`src/mul_sel_cfg.svh`:
```
// Mul/select unit configuration: buffer depth, response credits and data widths
`ifndef MUL_SEL_CFG_SVH
`define MUL_SEL_CFG_SVH

// Request buffer entries, also upstream's starting credit
`define MS_FIFO_DEPTH  4

// Response credits held after reset
`define MS_OUT_CREDITS 4

`define MS_BYTE_W      8
`define MS_WORD_W      16

`endif
```
`src/mul_sel_pkg.sv`:
```
// Mul/select package: operand word decoded as two factors or two data bytes
`include "mul_sel_cfg.svh"

package mul_sel_pkg;

    // Same 16 bits, two readings chosen by the request's op bit
    typedef union packed {
        struct packed {
            logic [`MS_BYTE_W-1:0] factor_a; // High byte
            logic [`MS_BYTE_W-1:0] factor_b;
        } mul;
        struct packed {
            logic [`MS_BYTE_W-1:0] data1;    // Chosen when sel is 1
            logic [`MS_BYTE_W-1:0] data0;
        } sel;
    } operand_word_u;

endpackage

```
`src/mul_sel_top.sv`:
```
// Mul/select unit top: request buffer, response credits and datapath
`include "mul_sel_cfg.svh"

module mul_sel_top (
    input  logic                       clk,
    input  logic                       reset,
    input  logic                       req_valid,
    input  logic                       req_op,    // 1 multiply, 0 select
    input  logic                       req_sel,
    input  mul_sel_pkg::operand_word_u req_word,
    input  logic                       rsp_credit,
    output logic                       req_credit,
    output logic                       rsp_valid,
    output logic [`MS_WORD_W-1:0]      rsp_data
);
    import mul_sel_pkg::*;

    logic          not_empty;
    logic          issue;
    logic          head_op;
    logic          head_sel;
    operand_word_u head_word;

    req_fifo u_fifo (
        .clk        (clk),
        .reset      (reset),
        .push       (req_valid),
        .push_op    (req_op),
        .push_sel   (req_sel),
        .push_word  (req_word),
        .pop        (issue),
        .not_empty  (not_empty),
        .head_op    (head_op),
        .head_sel   (head_sel),
        .head_word  (head_word),
        .req_credit (req_credit)
    );

    rsp_credit_ctrl u_credit (
        .clk        (clk),
        .reset      (reset),
        .not_empty  (not_empty),
        .rsp_credit (rsp_credit),
        .issue      (issue)
    );

    // Issue pops the head straight into the datapath
    mul_sel_pipe u_pipe (
        .clk       (clk),
        .reset     (reset),
        .in_valid  (issue),
        .in_op     (head_op),
        .in_sel    (head_sel),
        .in_word   (head_word),
        .out_valid (rsp_valid),
        .out_data  (rsp_data)
    );

endmodule

```
`src/mul_sel_pipe.sv`:
```
// Mul/select datapath: byte select or multiply, both results aligned to two stages
`include "mul_sel_cfg.svh"

module mul_sel_pipe (
    input  logic                       clk,
    input  logic                       reset,
    input  logic                       in_valid,
    input  logic                       in_op,
    input  logic                       in_sel,
    input  mul_sel_pkg::operand_word_u in_word,
    output logic                       out_valid,
    output logic [`MS_WORD_W-1:0]      out_data
);

    localparam int unsigned BW = `MS_BYTE_W;
    localparam int unsigned WW = `MS_WORD_W;

    logic [WW-1:0] product;
    logic [BW-1:0] sel_byte;

    wallace_mul_8x8 u_mul (
        .clk     (clk),
        .reset   (reset),
        .a       (in_word.mul.factor_a),
        .b       (in_word.mul.factor_b),
        .product (product)
    );

    assign sel_byte = in_sel ? in_word.sel.data1 : in_word.sel.data0;

    logic          valid_q1, valid_q2;
    logic          op_q1, op_q2;
    logic [BW-1:0] byte_q1, byte_q2;

    always_ff @(posedge clk) begin
        if (reset) begin
            valid_q1 <= 1'b0;
            valid_q2 <= 1'b0;
        end else begin
            valid_q1 <= in_valid;
            valid_q2 <= valid_q1;
        end
    end

    // Same depth as the multiplier so results stay in order
    always_ff @(posedge clk) begin
        op_q1   <= in_op;
        byte_q1 <= sel_byte;
        op_q2   <= op_q1;
        byte_q2 <= byte_q1;
    end

    assign out_valid = valid_q2;
    assign out_data  = op_q2 ? product : {{(WW - BW){1'b0}}, byte_q2};

endmodule

```
`src/wallace_mul_8x8.sv`:
```
// Unsigned 8x8 Wallace-tree multiplier, carry-save rows then final add, two stages
`include "mul_sel_cfg.svh"

module wallace_mul_8x8 (
    input  logic                  clk,
    input  logic                  reset,
    input  logic [`MS_BYTE_W-1:0] a,
    input  logic [`MS_BYTE_W-1:0] b,
    output logic [`MS_WORD_W-1:0] product
);

    localparam int unsigned BW = `MS_BYTE_W;
    localparam int unsigned WW = `MS_WORD_W;

    // Row of full adders, sum part
    function automatic logic [WW-1:0] fa_sum(
        input logic [WW-1:0] x,
        input logic [WW-1:0] y,
        input logic [WW-1:0] z
    );
        return x ^ y ^ z;
    endfunction

    // Row of full adders, carry moved up one column
    function automatic logic [WW-1:0] fa_carry(
        input logic [WW-1:0] x,
        input logic [WW-1:0] y,
        input logic [WW-1:0] z
    );
        logic [WW-1:0] maj;
        maj = (x & y) | (x & z) | (y & z);
        return {maj[WW-2:0], 1'b0};
    endfunction

    logic [WW-1:0] pp [BW];

    // Partial products, each shifted to its column
    always_comb begin
        for (int i = 0; i < BW; i++) begin
            pp[i] = {{(WW - BW){1'b0}}, a & {BW{b[i]}}} << i;
        end
    end

    // Layer 1: 8 rows to 6
    logic [WW-1:0] s1_0, c1_0, s1_1, c1_1;
    assign s1_0 = fa_sum(pp[0], pp[1], pp[2]);
    assign c1_0 = fa_carry(pp[0], pp[1], pp[2]);
    assign s1_1 = fa_sum(pp[3], pp[4], pp[5]);
    assign c1_1 = fa_carry(pp[3], pp[4], pp[5]);

    // Layer 2: 6 rows to 4
    logic [WW-1:0] s2_0, c2_0, s2_1, c2_1;
    assign s2_0 = fa_sum(s1_0, c1_0, s1_1);
    assign c2_0 = fa_carry(s1_0, c1_0, s1_1);
    assign s2_1 = fa_sum(c1_1, pp[6], pp[7]);
    assign c2_1 = fa_carry(c1_1, pp[6], pp[7]);

    // Layer 3: 4 rows to 3
    logic [WW-1:0] s3_0, c3_0;
    assign s3_0 = fa_sum(s2_0, c2_0, s2_1);
    assign c3_0 = fa_carry(s2_0, c2_0, s2_1);

    // Layer 4: last two rows
    logic [WW-1:0] sum_row, carry_row;
    assign sum_row   = fa_sum(s3_0, c3_0, c2_1);
    assign carry_row = fa_carry(s3_0, c3_0, c2_1);

    logic [WW-1:0] sum_q;
    logic [WW-1:0] carry_q;

    // Stage 1 holds the reduced rows
    always_ff @(posedge clk) begin
        if (reset) begin
            sum_q   <= '0;
            carry_q <= '0;
        end else begin
            sum_q   <= sum_row;
            carry_q <= carry_row;
        end
    end

    // Stage 2 carry-propagate add
    always_ff @(posedge clk) begin
        if (reset) begin
            product <= '0;
        end else begin
            product <= sum_q + carry_q;
        end
    end

endmodule

```
`src/rsp_credit_ctrl.sv`:
```
// Response credit control: counts downstream credits and issues buffered work
`include "mul_sel_cfg.svh"

module rsp_credit_ctrl (
    input  logic clk,
    input  logic reset,
    input  logic not_empty,
    input  logic rsp_credit,
    output logic issue
);

    localparam int unsigned CREDITS = `MS_OUT_CREDITS;
    localparam int unsigned CNT_W   = $clog2(CREDITS + 1);

    logic [CNT_W-1:0] credit_cnt;

    // Credit taken at issue, so every in-flight item owns a response slot
    assign issue = not_empty && (credit_cnt != '0);

    always_ff @(posedge clk) begin
        if (reset) begin
            credit_cnt <= CNT_W'(CREDITS);
        end else begin
            case ({issue, rsp_credit})
                2'b10:   credit_cnt <= credit_cnt - 1'b1;
                2'b01:   credit_cnt <= credit_cnt + 1'b1;
                default: credit_cnt <= credit_cnt; // Both or neither
            endcase
        end
    end

endmodule

```
`src/req_fifo.sv`:
```
// Request buffer: circular store of op, sel and word, credit pulse per pop
`include "mul_sel_cfg.svh"

module req_fifo (
    input  logic                        clk,
    input  logic                        reset,
    input  logic                        push,
    input  logic                        push_op,
    input  logic                        push_sel,
    input  mul_sel_pkg::operand_word_u  push_word,
    input  logic                        pop,
    output logic                        not_empty,
    output logic                        head_op,
    output logic                        head_sel,
    output mul_sel_pkg::operand_word_u  head_word,
    output logic                        req_credit
);
    import mul_sel_pkg::*;

    localparam int unsigned DEPTH = `MS_FIFO_DEPTH;
    localparam int unsigned PTR_W = $clog2(DEPTH);
    localparam int unsigned CNT_W = $clog2(DEPTH + 1);

    logic          op_mem   [DEPTH];
    logic          sel_mem  [DEPTH];
    operand_word_u word_mem [DEPTH];

    logic [PTR_W-1:0] wr_ptr;
    logic [PTR_W-1:0] rd_ptr;
    logic [CNT_W-1:0] count;

    always_ff @(posedge clk) begin
        if (push) begin
            op_mem[wr_ptr]   <= push_op;
            sel_mem[wr_ptr]  <= push_sel;
            word_mem[wr_ptr] <= push_word;
        end
    end

    always_ff @(posedge clk) begin
        if (reset) begin
            wr_ptr     <= '0;
            rd_ptr     <= '0;
            count      <= '0;
            req_credit <= 1'b0;
        end else begin
            req_credit <= pop; // One freed entry, one credit back
            if (push) begin
                wr_ptr <= (wr_ptr == PTR_W'(DEPTH - 1)) ? '0 : wr_ptr + 1'b1;
            end
            if (pop) begin
                rd_ptr <= (rd_ptr == PTR_W'(DEPTH - 1)) ? '0 : rd_ptr + 1'b1;
            end
            case ({push, pop})
                2'b10:   count <= count + 1'b1;
                2'b01:   count <= count - 1'b1;
                default: count <= count;
            endcase
        end
    end

    assign not_empty = (count != '0);
    assign head_op   = op_mem[rd_ptr];
    assign head_sel  = sel_mem[rd_ptr];
    assign head_word = word_mem[rd_ptr];

endmodule

```
`config.mk`:
```
export PLATFORM = sky130hd
export DESIGN_NAME = mul_sel_top
export DESIGN_NICKNAME = d
export VERILOG_FILES = /design/src/mul_sel_pkg.sv /design/src/mul_sel_top.sv /design/src/mul_sel_pipe.sv /design/src/wallace_mul_8x8.sv /design/src/rsp_credit_ctrl.sv /design/src/req_fifo.sv
export VERILOG_INCLUDE_DIRS = /design/src
export SDC_FILE = /design/constraint.sdc
export NUM_CORES = 1
export LEC_CHECK = 0
export ABC_CLOCK_PERIOD_IN_PS = 10500
export BUFFER_PORTS_ARGS = -buffer_cell sky130_fd_sc_hd__buf_2
export CORE_ASPECT_RATIO = 1.5
export CORE_MARGIN = 3
export CORE_UTILIZATION = 55
export CTS_CLUSTER_SIZE = 30
export DETAILED_ROUTE_END_ITERATION = 16
export GPL_ROUTABILITY_DRIVEN = 0
export PLACE_DENSITY = 0.73
export SLEW_MARGIN = 0
export SYNTH_ARGS = -nofsm -noshare
export SYNTH_HDL_FRONTEND = slang
export SYNTH_SLANG_ARGS = --single-unit
```
`constraint.sdc`:
```
create_clock -name clk -period 10.5 [get_ports clk]
set_clock_uncertainty 0.1 [all_clocks]
set_input_delay 2.1 -clock clk [delete_from_list [all_inputs] [get_ports clk]]
set_output_delay 2.1 -clock clk [all_outputs]
set_load 0.02 [all_outputs]
```
==> Implementation_results.wiki <==
{| class="wikitable"
! Metric !! Value
|-
| Outcome || finished clean
|-
| Standard-cell row count || 48
|-
| Unrepaired setup endpoints after global routing || no
|-
| CTS Hold Bufs || 0
|-
| Placed Cells incl. Taps || roughly 670
|-
| Kind of cell with the highest combined delay on the critical path || adder cells
|-
| Leakage Power || 3.181 nW
|-
| Final slew viol count || 0
|-
| Syn_nets || 587
|-
| Portion of the post-synthesis area used by sequential elements || 0.5409
|-
| Maximum count of clock buffers along a single path || 2
|-
| Die Outline Area || ~14000 µm²
|-
| Number of global-route vias before repair || 3989
|-
| Kind of critical path || reg -> reg
|-
| Library cell used as clock root buffer || sky130_fd_sc_hd__clkbuf_16
|-
| Wire length of the first global-routing pass || 19090 µm
|-
| WP depth || 8
|-
| Required time reported for the critical path endpoint || 10.66 ns
|-
| Global router's overall resource usage || 0.1884
|-
| Proportion of register bits with asynchronous set or reset after synthesis || 0
|-
| Number of filler instances in the final layout || 844
|-
| Fin worst setup slack || 6.088 ns
|-
| I/O pin count || 40
|-
| Number of cells in the finished layout apart from fillers || 700
|-
| Critical-path top delay cell || sky130_fd_sc_hd__dfxtp_1
|-
| TritonCTS clock tree || done
|-
| CTS buffer count || 17
|-
| Warnings from Yosys || 0
|-
| Synthesized flop and latch total || 146
|-
| Growth of design area from synthesis to finish || 13.89%
|-
| Clock slew at reported path FFs || 0.06 ns
|-
| Final setup violation count || 0
|-
| Worst vdd ir || 0.0001553 V
|-
| Sum Neg Setup Slack || 0 ns
|-
| Largest net degree at the start of global routing || 57
|-
| Critical Path Max Stage Delay || around 1 ns
|-
| Post-layout min period || 4.412 ns
|-
| Series of cell instances along the critical path || mux4_1 > nand2_1 > fa_1 > fa_1 > fa_1 > inv_1 > fa_1 > nor2b_1
|-
| Post-cts repair resize count || 0
|-
| Total Routed Length || 11070 µm
|-
| Total of max-cap violations || 0
|-
| Placeable core region || 11710 µm²
|-
| # clock sinks || 146
|-
| Number of nets with antenna violations after routing || 0
|-
| Slew at the pin closest to its max-slew limit || 1.073 ns
|-
| Highest net fanout along the worst path || 17
|-
| Power density over cell area || ~330 nW/µm²
|-
| Effective utilization at floorplan || 0.5752
|-
| Via density per instance || 5.193
|-
| Per-instance average area after synthesis || ~14 µm²
|-
| Final antenna diode count || 0
|-
| DR DRC count || 0
|-
| Die extent in x || just under 100 µm
|-
| Layout cell share with drive strength beyond 1 || 0.1873
|-
| Max Clock Freq || 226.6 MHz
|-
| First drt pass iteration count || 6
|-
| Initial antenna violation count || 0
|-
| Final Total Pwr || 0.002527 W
|-
| Combined area of all synthesized cells || 6736 µm²
|-
| Cell count of the worst hold path || 0
|-
| Rel. slew slack || 0.2837
|-
| Number of setup buffers added after CTS || 0
|-
| Number of DRC violations after detailed-routing iteration 0 || 179
|-
| Class of the tightest hold or removal check || reg -> reg
|-
| Synth Instances || a little under 500
|-
| Worst path most repeated cell || sky130_fd_sc_hd__fa_1
|-
| Clk Latency, worst-skew pair || 0.42 ns
|-
| Maximum level of the CTS H-tree || 4
|-
| Crit path buf inv count || 1
|-
| Register-to-Register Path Depth || 8
|-
| Most instantiated flip-flop cell in the synthesis netlist || sky130_fd_sc_hd__dfxtp_1
|-
| Unique cell type count in the Yosys netlist || 35
|-
| Crit path launch type || register
|-
| Number of synthesized flops with an enable pin || between 70 and 80
|-
| Routed wirelength normalized by instance count || 15.82 µm
|-
| Count of vias placed by the detailed router || roughly 3.6k
|-
| Crit share post-route || 0.4202
|-
| Count of endpoints failing hold in the final timing report || 0
|-
| Worst setup EP type || register
|-
| Half-perimeter wire length of the detailed placement result || 7650 µm
|-
| Vertical die dimension || 141.5 µm
|-
| Number of nets in the layout || roughly 630
|-
| Global-route congestion overflow total || 0
|-
| Endpoint arrival time on the critical path || 4.57 ns
|-
| Port Buffers || 39
|-
| Final-layout worst hold slack || 0.2240 ns
|-
| Placement Setup Slack || 6.037 ns
|}
[final cells by class]
| cell class | count | area, µm² | share of cell area |
|---|---|---|---|
| Clock buffer | 25 | 538.0 | 0.07012 |
| Multi-Input combinational cell | 292 | 2860 | 0.3728 |
| Inverter | 41 | 153.9 | 0.02006 |
| Clock inverter | 7 | 93.84 | 0.01223 |
| Sequential cell | 146 | 3643 | 0.4749 |
| Timing Repair Buffer | 39 | 195.2 | 0.02544 |
| Tap cell | 150 | 187.7 | 0.02446 |
[cells in the mapped netlist (6+ instances only)]
cell	n	area share
sky130_fd_sc_hd__a21oi_1	7	0.0052
sky130_fd_sc_hd__and2_1	29	0.027
sky130_fd_sc_hd__clkbuf_1	8	0.0045
sky130_fd_sc_hd__dfxtp_1	74	0.22
sky130_fd_sc_hd__edfxtp_1	72	0.32
sky130_fd_sc_hd__fa_1	41	0.12
sky130_fd_sc_hd__ha_1	32	0.059
sky130_fd_sc_hd__inv_1	41	0.023
sky130_fd_sc_hd__mux2_2	16	0.027
sky130_fd_sc_hd__mux4_1	6	0.023
sky130_fd_sc_hd__mux4_2	12	0.040
sky130_fd_sc_hd__nand2_1	51	0.028
sky130_fd_sc_hd__nor2_1	19	0.011
sky130_fd_sc_hd__nor2b_1	35	0.033
sky130_fd_sc_hd__xor2_1	7	0.0091
[power by group]
part	switching [W]	total, W	internal [W]
combinational	0.000590	0.00112	0.000531
clock	0.000218	0.000621	0.000403
sequential	0.0000602	0.000784	0.000724
[worst register-to-register path, delay by kind of cell, from the launching register on]
kind | cells | cell delay [ns]
adder cells (fa/ha/maj) | 4 | 1.93
AND/OR/NAND/NOR | 2 | 0.30
buffers and inverters | 1 | 0.05
flip-flops | 1 | 1.03
multiplexers | 1 | 0.84
[path summary, 6_finish.rpt]
path,start,endpoint,slack [ns]
setup / recovery,register,u_pipe.u_mul.sum_q[7]$_SDFF_PP0_,6.09
hold / removal,u_pipe.byte_q1[5]$_DFF_P_,u_pipe.byte_q2[5]$_DFF_P_,0.22
setup reg to reg,register,u_pipe.u_mul.sum_q[7]$_SDFF_PP0_,6.09
hold reg to reg,u_pipe.byte_q1[5]$_DFF_P_,u_pipe.byte_q2[5]$_DFF_P_,0.22
[registers in the layout (all words and copies together) (netlist names), 2 cells and up, named ones only]
signal	flops
u_fifo.word_mem	64
u_pipe.u_mul.product	16
u_pipe.u_mul.sum_q	15
u_pipe.u_mul.carry_q	11
u_pipe.byte_q1	8
u_pipe.byte_q2	8
u_fifo.op_mem	4
u_fifo.sel_mem	4
u_credit.credit_cnt	3
u_fifo.count	3
u_fifo.rd_ptr	2
u_fifo.wr_ptr	2
[cells in the final DEF (no fill, tap or decap), types with 6 or more instances in the layout]
cell,netlist,layout
sky130_fd_sc_hd__dfxtp_1,74,74
sky130_fd_sc_hd__edfxtp_1,72,72
sky130_fd_sc_hd__nand2_1,51,51
sky130_fd_sc_hd__inv_1,41,41
sky130_fd_sc_hd__fa_1,41,41
sky130_fd_sc_hd__buf_2,2,39
sky130_fd_sc_hd__nor2b_1,35,35
sky130_fd_sc_hd__ha_1,32,32
sky130_fd_sc_hd__and2_1,29,29
sky130_fd_sc_hd__nor2_1,19,19
sky130_fd_sc_hd__clkbuf_16,0,19
sky130_fd_sc_hd__mux2_2,16,16
sky130_fd_sc_hd__mux4_2,12,12
sky130_fd_sc_hd__a21oi_1,7,7
sky130_fd_sc_hd__xor2_1,7,7
sky130_fd_sc_hd__mux4_1,6,6
[logic make-up (layout without fill, tap and decap cells)]
family                   Yosys count  in the layout  synth area share
AO/OA/AOI/OAI                     25             25           0.02340
multiplexers                      38             38           0.09770
XOR/XNOR                           9              9           0.01170
AND/OR/NAND/NOR                  147            147            0.1105
flip-flops                       146            146            0.5409
adder cells (fa/ha/maj)           73             73            0.1813
buffers and inverters             54            112           0.03455
[routing by layer]
layer	track usage	vias up	routed length [µm]
met5	0	-	0
met4	0.09534	0	339
met3	0.04721	30	442
met2	0.3167	86	6000
met1	0.2205	1757	4289
li1	-	1762	-
[through the flow]
stage	area, µm²	utilization
2_1_floorplan	6736	-
3_3_place_gp	7041	0.6012
3_5_place_dp	7041	0.6012
4_1_cts	7672	0.6551
5_1_grt	7672	0.6551
6_report	7672	0.6551
(Power assumes the default switching activity.)
